## config.mk

```make
export PLATFORM = sky130hd
export DESIGN_NAME = prf
export DESIGN_NICKNAME = d
export VERILOG_FILES = /design/src/source/prf_pkg.sv /design/src/source/prf.sv /design/src/source/prf_bank.sv /design/src/source/prf_init_fsm.sv /design/src/source/prf_read_arbiter.sv /design/src/source/prf_wb_arbiter.sv
export SDC_FILE = /design/constraint.sdc
export NUM_CORES = 2
export LEC_CHECK = 0
export BUFFER_PORTS_ARGS = -buffer_cell sky130_fd_sc_hd__buf_4
export CAP_MARGIN = 40
export CORE_MARGIN = 5
export CORE_UTILIZATION = 50
export DETAILED_ROUTE_END_ITERATION = 6
export PLACE_DENSITY = 0.72
export SLEW_MARGIN = 20
export SYNTH_ARGS = -nofsm -noshare
export SYNTH_HDL_FRONTEND = slang
export SYNTH_HIERARCHICAL = 1
export SYNTH_SLANG_ARGS = --single-unit
```

## constraint.sdc

```tcl
create_clock -name CLK -period 7.4 [get_ports CLK]
set_clock_uncertainty 0.15 [all_clocks]
set_input_delay 0.74 -clock CLK [delete_from_list [all_inputs] [get_ports CLK]]
set_output_delay 0.74 -clock CLK [all_outputs]
set_load 0.005 [all_outputs]
```

## src/source/prf_pkg.sv

```systemverilog
// prf sizing package
// register file geometry, requester counts, rob width and the
// register index view shared by the arbiters and the testbench model
package prf_pkg;

	// --------------------------------------------------
	// geometry
	localparam int PR_COUNT           = 64;
	localparam int LOG_PR_COUNT       = 6;
	localparam int PRF_BANK_COUNT     = 4;
	localparam int LOG_PRF_BANK_COUNT = 2;
	localparam int PRF_ROWS           = 16;
	// row index, also the upper register bits
	localparam int LOG_PRF_ROWS       = 4;
	localparam int PRF_DATA_WIDTH     = 32;

	// --------------------------------------------------
	// requesters
	localparam int PRF_RR_COUNT     = 4;
	localparam int PRF_WR_COUNT     = 4;
	// width of the per bank round robin pointer
	localparam int LOG_PRF_WR_COUNT = 2;

	// rob index width
	localparam int ROB_ENTRIES     = 32;
	localparam int LOG_ROB_ENTRIES = 5;

	// init sequencer state encoding
	localparam logic PRF_INIT_SWEEP = 1'b0;
	localparam logic PRF_INIT_RUN   = 1'b1;

	// --------------------------------------------------
	// physical register number, raw or split into row and bank
	// bank sits in the low bits so p mod 4 picks the bank
	typedef union packed {
		logic [LOG_PR_COUNT-1:0] raw;
		struct packed {
			logic [LOG_PRF_ROWS-1:0]       upper;
			logic [LOG_PRF_BANK_COUNT-1:0] bank;
		} fields;
	} pr_index_u;

endpackage

```

## src/source/prf.sv

```systemverilog
// prf core
// four banks with their read and write arbiters and the init sweep
// purely combinational apart from bank storage and arbiter state
`timescale 1ns/1ps

module prf (
	input  logic CLK,
	input  logic nRST,
	input  logic [prf_pkg::PRF_RR_COUNT-1:0] read_req_valid_by_rr,
	input  logic [prf_pkg::PRF_RR_COUNT-1:0][prf_pkg::LOG_PR_COUNT-1:0] read_req_PR_by_rr,
	output logic [prf_pkg::PRF_RR_COUNT-1:0] read_resp_ack_by_rr,
	output logic [prf_pkg::PRF_RR_COUNT-1:0] read_resp_port_by_rr,
	output logic [prf_pkg::PRF_BANK_COUNT-1:0][1:0][prf_pkg::PRF_DATA_WIDTH-1:0]
		read_data_by_bank_by_port,
	input  logic [prf_pkg::PRF_WR_COUNT-1:0] WB_valid_by_wr,
	input  logic [prf_pkg::PRF_WR_COUNT-1:0] WB_send_complete_by_wr,
	input  logic [prf_pkg::PRF_WR_COUNT-1:0][prf_pkg::PRF_DATA_WIDTH-1:0] WB_data_by_wr,
	input  logic [prf_pkg::PRF_WR_COUNT-1:0][prf_pkg::LOG_PR_COUNT-1:0] WB_PR_by_wr,
	input  logic [prf_pkg::PRF_WR_COUNT-1:0][prf_pkg::LOG_ROB_ENTRIES-1:0] WB_ROB_index_by_wr,
	output logic [prf_pkg::PRF_WR_COUNT-1:0] WB_ready_by_wr,
	output logic [prf_pkg::PRF_BANK_COUNT-1:0] WB_bus_valid_by_bank,
	output logic [prf_pkg::PRF_BANK_COUNT-1:0][prf_pkg::LOG_PRF_ROWS-1:0] WB_bus_upper_PR_by_bank,
	output logic [prf_pkg::PRF_BANK_COUNT-1:0][prf_pkg::PRF_DATA_WIDTH-1:0]
		forward_data_bus_by_bank,
	output logic [prf_pkg::PRF_BANK_COUNT-1:0] complete_bus_valid_by_bank,
	output logic [prf_pkg::PRF_BANK_COUNT-1:0][prf_pkg::LOG_ROB_ENTRIES-1:0]
		complete_bus_ROB_index_by_bank
);

	logic init_active;
	logic init_we;
	logic [prf_pkg::LOG_PRF_ROWS-1:0] init_row;

	// read row select per bank and port
	logic [prf_pkg::PRF_BANK_COUNT-1:0][1:0][prf_pkg::LOG_PRF_ROWS-1:0] rd_row_by_bank_by_port;

	// arbiter write side, before the sweep mux
	logic [prf_pkg::PRF_BANK_COUNT-1:0] wr_en_by_bank;
	logic [prf_pkg::PRF_BANK_COUNT-1:0][prf_pkg::LOG_PRF_ROWS-1:0] wr_row_by_bank;
	logic [prf_pkg::PRF_BANK_COUNT-1:0][prf_pkg::PRF_DATA_WIDTH-1:0] wr_data_by_bank;

	prf_init_fsm i_init_fsm (.*);

	prf_read_arbiter i_read_arbiter (.*);

	prf_wb_arbiter i_wb_arbiter (.*);

	// --------------------------------------------------
	// banks, sweep write takes over while init runs
	for (genvar b = 0; b < prf_pkg::PRF_BANK_COUNT; b++) begin : g_bank
		prf_bank i_bank (
			.CLK     (CLK),
			.we      (init_we | wr_en_by_bank[b]),
			.wr_row  (init_we ? init_row : wr_row_by_bank[b]),
			.wr_data (init_we ? '0 : wr_data_by_bank[b]),
			.rd_row  (rd_row_by_bank_by_port[b]),
			.rd_data (read_data_by_bank_by_port[b])
		);
	end

endmodule

```

## src/source/prf_bank.sv

```systemverilog
// one register file bank
// 16 words, one write port on the clock edge, two async read ports
`timescale 1ns/1ps

module prf_bank (
	input  logic CLK,

	// write port
	input  logic we,
	input  logic [prf_pkg::LOG_PRF_ROWS-1:0] wr_row,
	input  logic [prf_pkg::PRF_DATA_WIDTH-1:0] wr_data,

	// read ports 0 and 1
	input  logic [1:0][prf_pkg::LOG_PRF_ROWS-1:0] rd_row,
	output logic [1:0][prf_pkg::PRF_DATA_WIDTH-1:0] rd_data
);

	// storage, contents undefined until the init sweep
	logic [prf_pkg::PRF_DATA_WIDTH-1:0] mem [prf_pkg::PRF_ROWS];

	// --------------------------------------------------
	// write
	always_ff @(posedge CLK) begin
		if (we) begin
			mem[wr_row] <= wr_data;
		end
	end

	// --------------------------------------------------
	// reads see the array as of the last edge
	// same cycle write shows up on the next cycle only
	assign rd_data[0] = mem[rd_row[0]];
	assign rd_data[1] = mem[rd_row[1]];

endmodule

```

## src/source/prf_init_fsm.sv

```systemverilog
// init sequencer
// zeroes one row of every bank per cycle after reset,
// holds off all grants until the sweep is done
`timescale 1ns/1ps

module prf_init_fsm (
	input  logic CLK,
	input  logic nRST,
	output logic init_active,
	output logic init_we,
	output logic [prf_pkg::LOG_PRF_ROWS-1:0] init_row
);

	logic state_q;

	// sweep row, wraps back to 0 on leaving SWEEP
	logic [prf_pkg::LOG_PRF_ROWS-1:0] row_q;

	// --------------------------------------------------
	// state and row counter
	always_ff @(posedge CLK, negedge nRST) begin
		if (!nRST) begin
			state_q <= prf_pkg::PRF_INIT_SWEEP;
			row_q <= '0;
		end else if (state_q == prf_pkg::PRF_INIT_SWEEP) begin
			row_q <= row_q + 1'b1;
			// last row written on this edge
			if (row_q == (prf_pkg::LOG_PRF_ROWS)'(prf_pkg::PRF_ROWS - 1)) begin
				state_q <= prf_pkg::PRF_INIT_RUN;
			end
		end
	end

	// --------------------------------------------------
	// outputs
	// high for exactly PRF_ROWS cycles after reset release
	assign init_active = (state_q == prf_pkg::PRF_INIT_SWEEP);

	// one zero write per bank per sweep cycle
	assign init_we = init_active;
	assign init_row = row_q;

endmodule

```

## src/source/prf_read_arbiter.sv

```systemverilog
// read port arbiter
// maps up to two requesters per bank onto that bank's read ports,
// lowest requester first, and returns ack and port per requester
`timescale 1ns/1ps

module prf_read_arbiter (
	input  logic init_active,
	input  logic [prf_pkg::PRF_RR_COUNT-1:0] read_req_valid_by_rr,
	input  logic [prf_pkg::PRF_RR_COUNT-1:0][prf_pkg::LOG_PR_COUNT-1:0] read_req_PR_by_rr,
	output logic [prf_pkg::PRF_RR_COUNT-1:0] read_resp_ack_by_rr,
	output logic [prf_pkg::PRF_RR_COUNT-1:0] read_resp_port_by_rr,
	output logic [prf_pkg::PRF_BANK_COUNT-1:0][1:0][prf_pkg::LOG_PRF_ROWS-1:0]
		rd_row_by_bank_by_port
);

	// requests seen as bank and row
	prf_pkg::pr_index_u [prf_pkg::PRF_RR_COUNT-1:0] req_pr;

	// ports already handed out in this cycle
	logic [prf_pkg::PRF_BANK_COUNT-1:0][1:0] port_taken;

	assign req_pr = read_req_PR_by_rr;

	// --------------------------------------------------
	// in order scan over requesters
	always_comb begin
		read_resp_ack_by_rr = '0;
		read_resp_port_by_rr = '0;
		// unused ports point at row 0
		rd_row_by_bank_by_port = '0;
		port_taken = '0;
		for (int rr = 0; rr < prf_pkg::PRF_RR_COUNT; rr++) begin
			// nothing acked while the sweep owns the banks
			if (read_req_valid_by_rr[rr] && !init_active) begin
				if (!port_taken[req_pr[rr].fields.bank][0]) begin
					// first hit on this bank takes port 0
					port_taken[req_pr[rr].fields.bank][0] = 1'b1;
					rd_row_by_bank_by_port[req_pr[rr].fields.bank][0] = req_pr[rr].fields.upper;
					read_resp_ack_by_rr[rr] = 1'b1;
					read_resp_port_by_rr[rr] = 1'b0;
				end else if (!port_taken[req_pr[rr].fields.bank][1]) begin
					// second hit takes port 1
					port_taken[req_pr[rr].fields.bank][1] = 1'b1;
					rd_row_by_bank_by_port[req_pr[rr].fields.bank][1] = req_pr[rr].fields.upper;
					read_resp_ack_by_rr[rr] = 1'b1;
					read_resp_port_by_rr[rr] = 1'b1;
				end
				// third and later hits get no ack and must retry
			end
		end
	end

endmodule

```

## src/source/prf_wb_arbiter.sv

```systemverilog
// write-back arbiter
// round robin pick of one writer per bank; drives the bank write,
// the write-back, forward and complete buses and ready per writer
`timescale 1ns/1ps

module prf_wb_arbiter (
	input  logic CLK,
	input  logic nRST,
	input  logic init_active,
	input  logic [prf_pkg::PRF_WR_COUNT-1:0] WB_valid_by_wr,
	input  logic [prf_pkg::PRF_WR_COUNT-1:0] WB_send_complete_by_wr,
	input  logic [prf_pkg::PRF_WR_COUNT-1:0][prf_pkg::PRF_DATA_WIDTH-1:0] WB_data_by_wr,
	input  logic [prf_pkg::PRF_WR_COUNT-1:0][prf_pkg::LOG_PR_COUNT-1:0] WB_PR_by_wr,
	input  logic [prf_pkg::PRF_WR_COUNT-1:0][prf_pkg::LOG_ROB_ENTRIES-1:0] WB_ROB_index_by_wr,
	output logic [prf_pkg::PRF_WR_COUNT-1:0] WB_ready_by_wr,
	output logic [prf_pkg::PRF_BANK_COUNT-1:0] wr_en_by_bank,
	output logic [prf_pkg::PRF_BANK_COUNT-1:0][prf_pkg::LOG_PRF_ROWS-1:0] wr_row_by_bank,
	output logic [prf_pkg::PRF_BANK_COUNT-1:0][prf_pkg::PRF_DATA_WIDTH-1:0] wr_data_by_bank,
	output logic [prf_pkg::PRF_BANK_COUNT-1:0] WB_bus_valid_by_bank,
	output logic [prf_pkg::PRF_BANK_COUNT-1:0][prf_pkg::LOG_PRF_ROWS-1:0] WB_bus_upper_PR_by_bank,
	output logic [prf_pkg::PRF_BANK_COUNT-1:0][prf_pkg::PRF_DATA_WIDTH-1:0]
		forward_data_bus_by_bank,
	output logic [prf_pkg::PRF_BANK_COUNT-1:0] complete_bus_valid_by_bank,
	output logic [prf_pkg::PRF_BANK_COUNT-1:0][prf_pkg::LOG_ROB_ENTRIES-1:0]
		complete_bus_ROB_index_by_bank
);

	prf_pkg::pr_index_u [prf_pkg::PRF_WR_COUNT-1:0] wb_pr;

	// priority pointer per bank, next writer to favor
	logic [prf_pkg::PRF_BANK_COUNT-1:0][prf_pkg::LOG_PRF_WR_COUNT-1:0] ptr_q, ptr_d;

	// winner per bank
	logic [prf_pkg::PRF_BANK_COUNT-1:0] grant;
	logic [prf_pkg::PRF_BANK_COUNT-1:0][prf_pkg::LOG_PRF_WR_COUNT-1:0] winner;

	assign wb_pr = WB_PR_by_wr;

	// --------------------------------------------------
	// rotating scan from the pointer
	always_comb begin
		logic [prf_pkg::LOG_PRF_WR_COUNT-1:0] w;
		grant = '0;
		winner = '0;
		for (int b = 0; b < prf_pkg::PRF_BANK_COUNT; b++) begin
			for (int i = 0; i < prf_pkg::PRF_WR_COUNT; i++) begin
				w = ptr_q[b] + (prf_pkg::LOG_PRF_WR_COUNT)'(i);
				if (!grant[b] && !init_active && WB_valid_by_wr[w]
					&& wb_pr[w].fields.bank == (prf_pkg::LOG_PRF_BANK_COUNT)'(b)) begin
					grant[b] = 1'b1;
					winner[b] = w;
				end
			end
		end
	end

	// --------------------------------------------------
	// bank side and bus outputs, zero when idle
	always_comb begin
		WB_ready_by_wr = '0;
		ptr_d = ptr_q;
		wr_en_by_bank = grant;
		WB_bus_valid_by_bank = grant;
		wr_row_by_bank = '0;
		wr_data_by_bank = '0;
		complete_bus_valid_by_bank = '0;
		complete_bus_ROB_index_by_bank = '0;
		for (int b = 0; b < prf_pkg::PRF_BANK_COUNT; b++) begin
			if (grant[b]) begin
				WB_ready_by_wr[winner[b]] = 1'b1;
				// winner drops to lowest priority
				ptr_d[b] = winner[b] + 1'b1;
				wr_row_by_bank[b] = wb_pr[winner[b]].fields.upper;
				wr_data_by_bank[b] = WB_data_by_wr[winner[b]];
				complete_bus_valid_by_bank[b] = WB_send_complete_by_wr[winner[b]];
				complete_bus_ROB_index_by_bank[b] = WB_ROB_index_by_wr[winner[b]];
			end
		end
	end

	// buses mirror the bank write
	assign WB_bus_upper_PR_by_bank = wr_row_by_bank;
	assign forward_data_bus_by_bank = wr_data_by_bank;

	always_ff @(posedge CLK, negedge nRST) begin
		if (!nRST) begin
			ptr_q <= '0;
		end else begin
			ptr_q <= ptr_d;
		end
	end

endmodule

```

==> reports/results.ini <==
[setup_path]
startpoint_type=flip-flop
worstReg2RegStart=i_init_fsm/state_q
crit_fanout=52
cp-end-kind=primary output
critical_path_class=flip-flop to primary output
cp.arrival_ns=5.98
critPathRequiredTime_ns=6.51
cp-startpoint=i_init_fsm/state_q

[clock_network]
holdBufCountCts=1
clkSinkCount=2061
post_cts_buffers=0
worstSkewPairLatency_ns=0.87
cts_tree=built
cts_buffer_depth=3
numCtsBuffers=207
ctsRootBufferMaster=clkbuf_16
htree_levels=4
cts.repair.resized=0
clkTransAtPathRegs_ns=0.06

[routing]
antenna_left=0
wl_met1_um=117300
firstDrtPassIters=7
drc=176
wl_met2_um=163000
routed_wl_um=353800
dr_wl_met3_um=43950
top_layer_used=met5
viasPerCell=7.105
vias=66350
wl_per_cell_um=37.89
drt_iter0_markers=9596

[place]
dp_hpwl_um=232000
place_ws_ns=1.365
place.gp.congestion=0.9362
dp.cells=8802
port-buffer-count=648

[finish]
drive_gt1_frac=0.4109
stdcell_count=9339
syn_to_final_growth_pct=16.15
fin_util=0.5849
nets=6636

[sta]
finalWorstSetupSlack_ns=0.5324
finalSetupTns_ns=0
hold_viol_final=0
period_minus_slack_ns=6.868
relSlewSlack=0.3582
worstMarginPinSlew_ns=0.9628
rsz0062_at_grt=no
setup_viol=0
finalMaxSlewViolations=0
fin_crit_sh=0.9280
clock.fmax_mhz=145.6

[global_route]
antenna_found_initial=55
grt_pass1_vias=66240
grt_first_pass_wirelength_um=494100
grt_start_max_net_pins=129
track_usage=0.3213
grt-ovfl-total=0

[floorplan]
dieArea_mm2=0.2157
dieHeight_um=464.4
rows=166
start_util=0.5036
ios=650
die_w_um=464.4
coreArea_mm2=0.2050

[job]
drv_cap=0

[power_and_ir_drop]
leakagePower_nw=40.06
power.density_mw_per_mm2=294.0
ir_drop_v=0.0002378

[yosys]
syn_inst=5787
synth_area_mm2=0.1032
synth-seq-cells=2061
yosysTopAreaCellShare=0.5957
synth_area_leader_cell=edfxtp_1
synth-edff-count=2048
yosysSeqAreaShare=0.5989
syn_avg_cell_area_um2=17.84
yosysUniqueCellTypes=81
synth_area_leaders=edfxtp_1 (60%), mux4_2 (22%), a22oi_1 (3.8%)
ys_async_sr_fraction=0.006308
synth_nets=6006
synth_ff_type=edfxtp_1
synth_warnings=6

[min_path]
hold_class=input pin to async pin

[outcome]
violations=DRC
status=finished, violations left

[logic make-up (layout without fill, tap and decap cells)]
kind of cell | count (synthesis) | count (layout) | synth area share
AO/OA/AOI/OAI | 878 | 878 | 0.06475
XOR/XNOR | 10 | 10 | 0.0008484
adder cells (fa/ha/maj) | 9 | 9 | 0.001091
buffers and inverters | 664 | 1468 | 0.03437
flip-flops | 2061 | 2061 | 0.5989
multiplexers | 1423 | 1423 | 0.2643
other | 1 | 61 | 0.00003633
AND/OR/NAND/NOR | 741 | 741 | 0.03573
[metrics by stage]
stage	hold WS, ns	instance area (um2)	total power [mW]
final	0.1340	119900	35.26
after global routing	0.1142	119800	36.20
after CTS	0.06014	119000	34.97
after detailed placement	0.4267	112400	24.72
after global placement	0.4208	111500	24.29
after floorplan	0.2944	103200	20.22
[sequential cells by signal, indices dropped and copies added (netlist names)]
signal,flops
g_bank.i_bank/mem,2048
i_init_fsm/init_row,4
i_init_fsm/state_q,1
i_wb_arbiter/ptr_q,8
[placed cells by master, fill, tap and decap left out, types with 27 or more instances in the layout]
cell       synthesis  layout
a222oi_1          84      84
a22oi_1          522     522
buf_12             0      60
buf_4            226     943
clkbuf_1         234      47
clkbuf_16          0     210
clkbuf_4           0      40
clkinv_1           0      58
clkinv_2           0      27
diode_2            0      60
edfxtp_1        2048    2048
mux2_2           142     142
mux2i_1          252     249
mux4_2          1028    1028
nand2_1          343     341
nor2_1            86      30
nor2_4             0      56
nor2b_1          152     134
o22ai_1          124     109
[final cells by class]
type                            count  area (um2)
Clock buffer                      257        5431
Antenna cell                       60       150.1
Inverter                           15       63.81
Tap cell                         2688        3363
Clock inverter                    126        1170
Timing Repair Buffer             1070        9036
Multi-Input combinational cell   3062       38870
Sequential cell                  2061       61830
Fill cell                       14770       85090
[final timing paths]
check / to / slack, ns / cells past startpoint
max: read_data_by_bank_by_port[92] / 0.53 / 12
min: i_init_fsm/init_row[2] / 0.13 / 2
max reg2reg: g_bank[3].i_bank/mem[14][9] / 1.51 / 13
min reg2reg: i_init_fsm/init_row[3] / 0.46 / 1
max in group asynchronous: i_wb_arbiter/ptr_q[0] / 6.75 / 2
min in group CLK: i_wb_arbiter/ptr_q[4] / 0.29 / 4
[synth_stat cells, types with 6 or more instances]
library cell  number
mux4_2          1028
buf_1             83
o22ai_1          124
buf_6             12
and2_1            18
nand2_1          343
or2_2              7
clkbuf_1         234
a22o_1            13
inv_1             15
buf_4            226
nor2_1            86
mux2_2           142
nor3_1            33
a22oi_1          522
a21oi_1           18
dfrtp_1           13
o21ai_0           20
a21o_1            16
a31o_2            18
nand3b_1          14
xor2_1             6
edfxtp_1        2048
a221o_1            8
a31oi_1            6
nor2b_1          152
a222oi_1          84
mux2i_1          252
nand2b_1          14
ha_1               9
nand3_1           25
o211ai_1           8
buf_2             94
and3_1             7
[critical path: stages, from the launching register on]
cell and delay [ns]:
dfrtp_1 0.49, inv_8 0.35, and4bb_2 0.35, nor2_2 0.20, mux4_2 0.27, o21a_1 0.59, buf_4 0.38, a31o_4 0.58
buf_4 0.46, mux4_2 0.58, a22oi_1 0.26, nand2_1 0.25, buf_4 0.21
[layer usage]
metal	global-route usage	up-vias
met3	0.09480	1084
met5	0	-
met1	0.3980	34350
li1	-	25930
met4	0.2253	26
met2	0.4879	4963
[where the power goes]
part / switching [mW] / leakage, nW / internal (mW)
combinational: 6.13 / 17.6 / 3.79
clock: 4.52 / 3.20 / 5.83
sequential: 0.330 / 19.2 / 14.7
total: 11.0 / 40.1 / 24.3
Note: power is estimated with default switching activity, not from simulation.
